==> src/rtl/nnCtrlPkg.sv <==
`default_nettype none

package nnCtrlPkg;

	typedef enum logic [1:0]
	{
		SeqIdle,
		SeqHidden,
		SeqOutput,
		SeqResolve
	} seqState;

	// inputs in, sum, activation out.
	localparam int NodeLatency = 3;

	localparam int ClassWidth = 2;

	// accepting edge of the last sample to resultValid rising.
	localparam int ResultLatency = 7;

endpackage

`default_nettype wire

==> src/rtl/nnWeightsPkg.sv <==
`default_nettype none

package nnWeightsPkg;

	localparam int NumFeatures = 15;
	localparam int NumHidden = 4;
	localparam int NumClasses = 3;

	// activation ceiling.
	localparam int ActMax = 127;

	// one row per hidden neuron, element 0 is the first in each row.
	localparam logic [0:NumHidden-1][0:NumFeatures-1][7:0] HiddenWeights = '{
		'{
			8'sd12, -8'sd5, 8'sd20, 8'sd3, -8'sd14,
			8'sd27, -8'sd8, 8'sd6, -8'sd19, 8'sd11,
			8'sd25, -8'sd2, 8'sd9, -8'sd30, 8'sd4
		},
		'{
			-8'sd22, 8'sd15, -8'sd7, 8'sd18, 8'sd29,
			-8'sd11, 8'sd2, -8'sd26, 8'sd13, -8'sd4,
			-8'sd17, 8'sd21, -8'sd9, 8'sd8, 8'sd30
		},
		'{
			8'sd5, 8'sd28, -8'sd13, -8'sd24, 8'sd7,
			8'sd16, -8'sd31, 8'sd10, 8'sd1, 8'sd23,
			-8'sd6, -8'sd15, 8'sd26, -8'sd3, -8'sd20
		},
		'{
			-8'sd18, -8'sd9, 8'sd24, 8'sd11, -8'sd2,
			-8'sd27, 8'sd19, 8'sd14, -8'sd12, -8'sd25,
			8'sd3, 8'sd17, -8'sd8, 8'sd22, 8'sd6
		}
	};

	localparam logic [0:NumHidden-1][15:0] HiddenBias = '{
		16'sd64,
		-16'sd128,
		16'sd0,
		-16'sd32
	};

	// one row per class, indexed by hidden neuron.
	localparam logic [0:NumClasses-1][0:NumHidden-1][7:0] OutputWeights = '{
		'{8'sd25, -8'sd12, 8'sd18, -8'sd6},
		'{-8'sd9, 8'sd27, -8'sd14, 8'sd20},
		'{8'sd14, 8'sd8, -8'sd21, 8'sd29}
	};

	// negative so an idle hidden layer leaves every class at 0.
	localparam logic [0:NumClasses-1][15:0] OutputBias = '{
		-16'sd200,
		-16'sd150,
		-16'sd96
	};

endpackage

`default_nettype wire

==> src/rtl/featureLoader.sv <==
`timescale 1ns/10ps
`default_nettype none

module featureLoader (
	input wire logic clk,
	input wire logic reset,
	input wire logic sampleValid,
	input wire logic signed [7:0] sampleData,
	output logic [nnWeightsPkg::NumFeatures-1:0][7:0] frameFeatures,
	output logic frameReady
);

	localparam int LastSample = nnWeightsPkg::NumFeatures - 1;

	logic [nnWeightsPkg::NumFeatures-1:0][7:0] sampleBuf;
	logic [nnWeightsPkg::NumFeatures-1:0][7:0] shifted;
	logic [3:0] sampleCnt;
	logic lastSample;

	// new sample enters at the top, sample 0 drifts down to slot 0.
	assign shifted = {sampleData, sampleBuf[nnWeightsPkg::NumFeatures-1:1]};
	assign lastSample = (sampleCnt == 4'(LastSample));

	always_ff @(posedge clk)
	begin
		if (sampleValid)
		begin
			sampleBuf <= shifted;
		end
	end

	always_ff @(posedge clk)
	begin
		if (reset)
		begin
			sampleCnt <= '0; // partial frame is dropped.
			frameReady <= 1'b0;
			frameFeatures <= '0;
		end
		else
		begin
			frameReady <= 1'b0;
			if (sampleValid)
			begin
				if (lastSample)
				begin
					sampleCnt <= '0;
					frameFeatures <= shifted;
					frameReady <= 1'b1;
				end
				else
				begin
					sampleCnt <= sampleCnt + 4'd1;
				end
			end
		end
	end

endmodule

`default_nettype wire

==> src/rtl/inferenceSequencer.sv <==
`timescale 1ns/10ps
`default_nettype none

module inferenceSequencer (
	input wire logic clk,
	input wire logic reset,
	input wire logic frameReady,
	input wire logic [nnWeightsPkg::NumClasses-1:0][7:0] classActs,
	output logic resultValid,
	output logic [nnCtrlPkg::ClassWidth-1:0] classId,
	output logic [7:0] score
);

	// frameReady lands on the hidden input edge, so one edge is already spent.
	localparam int HiddenWait = nnCtrlPkg::NodeLatency - 2;
	// output layer, leaving one edge for the resolve step.
	localparam int OutputWait = nnCtrlPkg::ResultLatency - nnCtrlPkg::NodeLatency - 2;

	nnCtrlPkg::seqState state;
	logic [2:0] waitCnt;
	logic [nnCtrlPkg::ClassWidth-1:0] bestIdx;
	logic [7:0] bestAct;

	// argmax, strict compare keeps the lowest index on ties.
	always_comb
	begin
		bestIdx = '0;
		bestAct = classActs[0];
		for (int i = 1; i < nnWeightsPkg::NumClasses; i++)
		begin
			if (classActs[i] > bestAct)
			begin
				bestIdx = i[nnCtrlPkg::ClassWidth-1:0];
				bestAct = classActs[i];
			end
		end
	end

	always_ff @(posedge clk)
	begin
		if (reset)
		begin
			state <= nnCtrlPkg::SeqIdle;
			waitCnt <= '0;
			resultValid <= 1'b0;
			classId <= '0;
			score <= '0;
		end
		else
		begin
			resultValid <= 1'b0;
			if (frameReady)
			begin
				// a new frame always restarts the count.
				state <= nnCtrlPkg::SeqHidden;
				waitCnt <= 3'(HiddenWait);
			end
			else
			begin
				case (state)
					nnCtrlPkg::SeqHidden:
					begin
						if (waitCnt == '0)
						begin
							state <= nnCtrlPkg::SeqOutput;
							waitCnt <= 3'(OutputWait);
						end
						else
							waitCnt <= waitCnt - 3'd1;
					end
					nnCtrlPkg::SeqOutput:
					begin
						if (waitCnt == '0)
							state <= nnCtrlPkg::SeqResolve;
						else
							waitCnt <= waitCnt - 3'd1;
					end
					nnCtrlPkg::SeqResolve:
					begin
						classId <= bestIdx;
						score <= bestAct;
						resultValid <= 1'b1;
						state <= nnCtrlPkg::SeqIdle;
					end
					default:
						state <= nnCtrlPkg::SeqIdle;
				endcase
			end
		end
	end

endmodule

`default_nettype wire

==> src/rtl/mlpClassifier.sv <==
`timescale 1ns/10ps
`default_nettype none

module mlpClassifier (
	input wire logic clk,
	input wire logic reset,
	input wire logic sampleValid,
	input wire logic signed [7:0] sampleData,
	output logic resultValid,
	output logic [nnCtrlPkg::ClassWidth-1:0] classId,
	output logic [7:0] score
);

	logic [nnWeightsPkg::NumFeatures-1:0][7:0] frameFeatures;
	logic frameReady;
	logic [nnWeightsPkg::NumHidden-1:0][7:0] hiddenActs;
	logic [nnWeightsPkg::NumClasses-1:0][7:0] classActs;

	featureLoader featureLoader_inst (
		.clk(clk),
		.reset(reset),
		.sampleValid(sampleValid),
		.sampleData(sampleData),
		.frameFeatures(frameFeatures),
		.frameReady(frameReady)
	);

	// hidden layer.
	neuronNode #(
		.NumInputs(nnWeightsPkg::NumFeatures),
		.Weights(nnWeightsPkg::HiddenWeights[0]),
		.Bias(nnWeightsPkg::HiddenBias[0])
	) hidden0_inst (
		.clk(clk), .reset(reset), .nodeInputs(frameFeatures), .activation(hiddenActs[0])
	);

	neuronNode #(
		.NumInputs(nnWeightsPkg::NumFeatures),
		.Weights(nnWeightsPkg::HiddenWeights[1]),
		.Bias(nnWeightsPkg::HiddenBias[1])
	) hidden1_inst (
		.clk(clk), .reset(reset), .nodeInputs(frameFeatures), .activation(hiddenActs[1])
	);

	neuronNode #(
		.NumInputs(nnWeightsPkg::NumFeatures),
		.Weights(nnWeightsPkg::HiddenWeights[2]),
		.Bias(nnWeightsPkg::HiddenBias[2])
	) hidden2_inst (
		.clk(clk), .reset(reset), .nodeInputs(frameFeatures), .activation(hiddenActs[2])
	);

	neuronNode #(
		.NumInputs(nnWeightsPkg::NumFeatures),
		.Weights(nnWeightsPkg::HiddenWeights[3]),
		.Bias(nnWeightsPkg::HiddenBias[3])
	) hidden3_inst (
		.clk(clk), .reset(reset), .nodeInputs(frameFeatures), .activation(hiddenActs[3])
	);

	// output layer, one neuron per class.
	neuronNode #(
		.NumInputs(nnWeightsPkg::NumHidden),
		.Weights(nnWeightsPkg::OutputWeights[0]),
		.Bias(nnWeightsPkg::OutputBias[0])
	) class0_inst (
		.clk(clk), .reset(reset), .nodeInputs(hiddenActs), .activation(classActs[0])
	);

	neuronNode #(
		.NumInputs(nnWeightsPkg::NumHidden),
		.Weights(nnWeightsPkg::OutputWeights[1]),
		.Bias(nnWeightsPkg::OutputBias[1])
	) class1_inst (
		.clk(clk), .reset(reset), .nodeInputs(hiddenActs), .activation(classActs[1])
	);

	neuronNode #(
		.NumInputs(nnWeightsPkg::NumHidden),
		.Weights(nnWeightsPkg::OutputWeights[2]),
		.Bias(nnWeightsPkg::OutputBias[2])
	) class2_inst (
		.clk(clk), .reset(reset), .nodeInputs(hiddenActs), .activation(classActs[2])
	);

	inferenceSequencer inferenceSequencer_inst (
		.clk(clk),
		.reset(reset),
		.frameReady(frameReady),
		.classActs(classActs),
		.resultValid(resultValid),
		.classId(classId),
		.score(score)
	);

endmodule

`default_nettype wire

==> src/rtl/neuronNode.sv <==
`timescale 1ns/10ps
`default_nettype none

module neuronNode #(
	parameter int NumInputs = 15,
	parameter logic [0:NumInputs-1][7:0] Weights = '0,
	parameter logic [15:0] Bias = '0
) (
	input wire logic clk,
	input wire logic reset,
	input wire logic [NumInputs-1:0][7:0] nodeInputs,
	output logic [7:0] activation
);

	logic signed [7:0] inReg [NumInputs];
	logic signed [15:0] prod [NumInputs];
	logic signed [22:0] sumNext;
	logic signed [22:0] sumReg;
	logic [8:0] rounded;

	always_comb
	begin
		for (int i = 0; i < NumInputs; i++)
		begin
			prod[i] = inReg[i] * $signed(Weights[i]);
		end
	end

	// every term sign-extended to 23 bits.
	always_comb
	begin
		sumNext = $signed(Bias);
		for (int i = 0; i < NumInputs; i++)
		begin
			sumNext = sumNext + prod[i];
		end
	end

	assign rounded = {1'b0, sumReg[13:6]} + {8'd0, sumReg[5]};

	always_ff @(posedge clk)
	begin
		if (reset)
		begin
			for (int i = 0; i < NumInputs; i++)
			begin
				inReg[i] <= '0;
			end
			sumReg <= '0;
			activation <= '0;
		end
		else
		begin
			for (int i = 0; i < NumInputs; i++)
			begin
				inReg[i] <= $signed(nodeInputs[i]);
			end
			sumReg <= sumNext;

			if (sumReg[22])
			begin
				activation <= '0; // negative clamps to zero.
			end
			else if (|sumReg[21:13])
			begin
				activation <= 8'(nnWeightsPkg::ActMax);
			end
			else if (rounded > 9'(nnWeightsPkg::ActMax))
			begin
				// rounding up from 127.5 and above.
				activation <= 8'(nnWeightsPkg::ActMax);
			end
			else
			begin
				activation <= rounded[7:0];
			end
		end
	end

endmodule

`default_nettype wire

==> config.mk <==
export PLATFORM = sky130hd
export DESIGN_NAME = mlpClassifier
export DESIGN_NICKNAME = d
export VERILOG_FILES = /design/src/rtl/nnCtrlPkg.sv /design/src/rtl/nnWeightsPkg.sv /design/src/rtl/featureLoader.sv /design/src/rtl/inferenceSequencer.sv /design/src/rtl/mlpClassifier.sv /design/src/rtl/neuronNode.sv
export SDC_FILE = /design/constraint.sdc
export NUM_CORES = 2
export LEC_CHECK = 0
export BUFFER_PORTS_ARGS = -buffer_cell sky130_fd_sc_hd__buf_4
export CAP_MARGIN = 20
export CORE_ASPECT_RATIO = 0.5
export CORE_UTILIZATION = 54
export CTS_CLUSTER_DIAMETER = 150
export CTS_CLUSTER_SIZE = 24
export DETAILED_ROUTE_END_ITERATION = 10
export GPL_TIMING_DRIVEN = 1
export PLACE_DENSITY = 0.69
export SLEW_MARGIN = 0
export SYNTH_ARGS = -nofsm -noshare
export SYNTH_HDL_FRONTEND = slang
export SYNTH_SLANG_ARGS = --single-unit
==> constraint.sdc <==
create_clock -name clk -period 28.8 [get_ports clk]
set_input_delay 4.32 -clock clk [delete_from_list [all_inputs] [get_ports clk]]
set_output_delay 4.32 -clock clk [all_outputs]
set_load 0.005 [all_outputs]
==> metrics.csv <==
metric,value,unit
peak supply drop,0.0768,mV
pin count of the biggest net entering global routing,109,
Clock Skew,0.0913,ns
"Clk Latency, worst-skew pair",0.74,ns
Post-CTS Setup Bufs,0,
via count,56900,
Max-Cap Viols,0,
"EDFF count, synth",112,
normalized max-slew margin,17.6,%
Setup crit end kind,flop,
All-Layer GR Usage,30.9,%
Multi-input gate area,62900,sq um
crit path to,hidden1_inst.sumReg[22]$_SDFF_PP0_,
slowest stage cell on the critical path,xor2_1,
drt wl/cell,22.5,microns
largest family of logic cells by synthesized area,adder cells,
Hold WC Path Type,flop to flop,
share of cells above drive strength 1,2.00,%
RSZ-0062 raised after global routing,no,
Max Fclk,78.6,MHz
vias per cell,5.36,
critical path class,flop to flop,
CP startpoint,hidden2_inst.inReg[0][1]$_SDFF_PP0_,
Worst EP arrival,13.29,ns
DRC Markers,0,
Mapped Area,85000,sq um
CTS root buffer,clkbuf_16,
Compound-Gate Fraction of Synth Area,6.50,%
CTS Buf Count,28,
simple-gate share of the synthesized area,6.65,%
worst-case clock buffer depth,3,
Syn. warnings,0,
Worst R2R Setup Slack,16.07,ns
final worst path period share,44.2,%
crit-path max FO,6,
Hold Fails Final Rpt,0,
part of the Yosys area used for sequential elements,15.1,%
first-pass GRT wire length,360000,microns
Pre-antenna DRT Iters,8,
final setup violation count,0,
Crit path top cell by count,fa_1,
number of routed nets with antenna violations,0,
Max stage delay on crit path,0.61,ns
Initial Util,54.7,%
vias in the first global route,59300,
Synth Register Bits,587,
DRT iter0 DRCs,4593,
htree depth,1,
Die Y,283,microns
placer congestion estimate,1.06,
cts hold-fix bufs,0,
die area,159000,sq um
"CTS clk-pin slew, worst paths",0.12,ns
Nets,11400,
register area,12900,sq um
layout overhead on the synthesized area,4.43,%
IO buf count,21,
row cnt,102,
GRT overflow,0,
Worst R2R Path Depth,40,
Synth Area in XOR/XNOR,4.67,%
CP Launch Type,flop,
Pwr Density,27.3,nW/um^2
Overall Power,0.00243,W
Setup TNS,0,ns
worst r2r src,hidden2_inst.inReg[0][1]$_SDFF_PP0_,
Netlist cell types,83,
fillcell total,13600,
I/O pin total,22,
fin. max-slew vios,0,
TritonCTS clock tree,done,
final WL,238000,microns
main area contributors after synthesis,"fa_1 35%, ha_1 21%, dfxtp_1 11%",
"area leader, netlist",fa_1,
critical path required time,29.36,ns
Synth Area in Adders,55.8,%
share of the synthesized area in the top cell type,34.9,%
cells after synthesis,8491,
Leak,46.4,nW
ys async rst share,0,%
worst-margin pin slew,1.23,ns
core area,155000,sq um
Avg Inst Size Synth,10.0,sq um
post-layout util,57.1,%
die width,563,microns
initial antenna violation count,14,
mux contribution to synthesized area,0.405,%
ys flop type,dfxtp_1,
r2r endpoint,hidden1_inst.sumReg[22]$_SDFF_PP0_,
CTS sink cnt,587,
HPWL Detailed,205000,microns
post_cts resized,0,
min Tclk post-route,12.73,ns
status,"complete, no violations",
## stage by stage
stage                     instances  setup slack [ns]  area (sq um)  hold slack [ns]
after floorplan                8497             17.04         85000            0.414
after global routing          10600             15.40         88800            0.448
final                         10600             16.07         88800            0.436
after detailed placement      10600             16.15         87900            0.421
after CTS                     10600             16.14         88700            0.437
after global placement        10600             16.38         87900            0.416
## critical path: cells and delay by family (launching register included)
kind	cells	cell delay, ns
DFF	1	0.48
AOI/OAI and AO/OA	12	2.27
adders and majority gates	17	7.85
buffers and inverters	7	0.49
and+or+nand+nor	1	0.26
muxes	1	0.37
xor gates and xnor gates	2	0.86
## cells by family (layout without fill, tap and decap cells)
group,Yosys count,count (layout)
AO/OA/AOI/OAI,894,894
XOR/XNOR,452,452
adder cells (fa/ha/maj),2900,2900
buffers and inverters,2459,2495
flip-flops,587,587
multiplexers,33,33
other,1,9
AND/OR/NAND/NOR,1165,1165
## state kept, by name, summed over array words and instances (netlist names), 8 cells and up
| signal | count |
|---|---|
| featureLoader_inst.frameFeatures | 120 |
| featureLoader_inst.sampleBuf | 112 |
| hidden2_inst.inReg | 71 |
| hidden0_inst.inReg | 49 |
| class1_inst.inReg | 23 |
| class0_inst.sumReg | 18 |
| class1_inst.sumReg | 18 |
| class2_inst.sumReg | 18 |
| hidden0_inst.sumReg | 18 |
| hidden1_inst.sumReg | 18 |
| hidden2_inst.sumReg | 18 |
| hidden3_inst.sumReg | 18 |
| class2_inst.inReg | 9 |
| class0_inst.activation | 8 |
| class1_inst.activation | 8 |
| class2_inst.activation | 8 |
| hidden0_inst.activation | 8 |
| hidden1_inst.activation | 8 |
| hidden2_inst.activation | 8 |
| hidden3_inst.activation | 8 |
| inferenceSequencer_inst.score | 8 |
## power by group
group	total [W]	switching, W	leakage (nW)	internal (W)
sequential	0.000935	0.0000340	4.97	0.000901
combinational	0.00102	0.000577	41.1	0.000441
clock	0.000473	0.000289	0.383	0.000184
total	0.00243	0.000900	46.4	0.00153
## cell usage after synthesis, types with 84 or more instances
cell type  instances
fa_1            1481
xnor2_1          307
a21oi_1          401
nand2_1          372
o21ai_0          116
dfxtp_1          475
clkbuf_1          94
nor2_1           231
edfxtp_1         112
inv_1           2354
ha_1            1419
xor2_1           144
nor3_1            84
nor2b_1          216
a21o_1           124
## worst min-delay path by stage
stage | from | end | slack, ns | depth (start not counted)
2_1_floorplan | hidden1_inst.activation[0]$_SDFF_PP0_ | class1_inst.inReg[1][0]$_SDFF_PP0_ | 0.41 | 1
3_3_place_gp | hidden3_inst.activation[7]$_SDFF_PP0_ | class1_inst.inReg[3][7]$_SDFF_PP0_ | 0.42 | 1
3_5_place_dp | hidden3_inst.activation[0]$_SDFF_PP0_ | class1_inst.inReg[3][0]$_SDFF_PP0_ | 0.42 | 1
4_1_cts | hidden3_inst.activation[5]$_SDFF_PP0_ | class1_inst.inReg[3][5]$_SDFF_PP0_ | 0.44 | 1
5_1_grt | hidden3_inst.activation[5]$_SDFF_PP0_ | class1_inst.inReg[3][5]$_SDFF_PP0_ | 0.45 | 1
6_report | hidden3_inst.activation[4]$_SDFF_PP0_ | class1_inst.inReg[3][4]$_SDFF_PP0_ | 0.44 | 1
## area by class of cell
| type | count | area share, % |
|---|---|---|
| inverters | 2359 | 9.98 |
| flip-flops and latches | 587 | 14.5 |
| clock inverters | 3 | 0.0522 |
| clock buffers | 42 | 0.849 |
| diodes | 2 | 0.00564 |
| multi-input cells | 5451 | 70.9 |
| well taps | 2080 | 2.93 |
| repair buffers | 91 | 0.778 |
## per-layer routing
metal | share of wire, % | wire [microns] | track usage, %
met2 | 43 | 102000 | 48.2
met1 | 43 | 102000 | 42.1
met3 | 11 | 25500 | 8.65
met4 | 3.5 | 8360 | 8.79
met5 | 0.019 | 45 | 0
## cells in the final DEF, fill, tap and decap left out, types with 7 or more instances in the layout
cell type	count
a41o_1	10
a211oi_1	15
buf_4	90
clkbuf_16	28
nor2b_1	216
a21boi_0	13
nor2_1	231
and4_1	10
or2_2	21
edfxtp_1	112
nand4_1	25
a21o_1	124
o211ai_1	11
o21a_1	31
conb_1	7
and3_1	32
or3_1	14
a41oi_1	9
o21ai_0	116
nand2b_1	24
mux2i_1	22
o21ai_1	12
nor4_1	19
and2_1	25
xor2_1	144
fa_1	1481
o21bai_1	47
inv_1	2354
a21oi_1	401
nand2_1	372
nor3_1	83
nand3_1	71
mux2_2	10
dfxtp_1	473
xnor2_1	307
clkbuf_1	14
a31oi_1	29
ha_1	1419
Power figures use the tool's default switching activity.
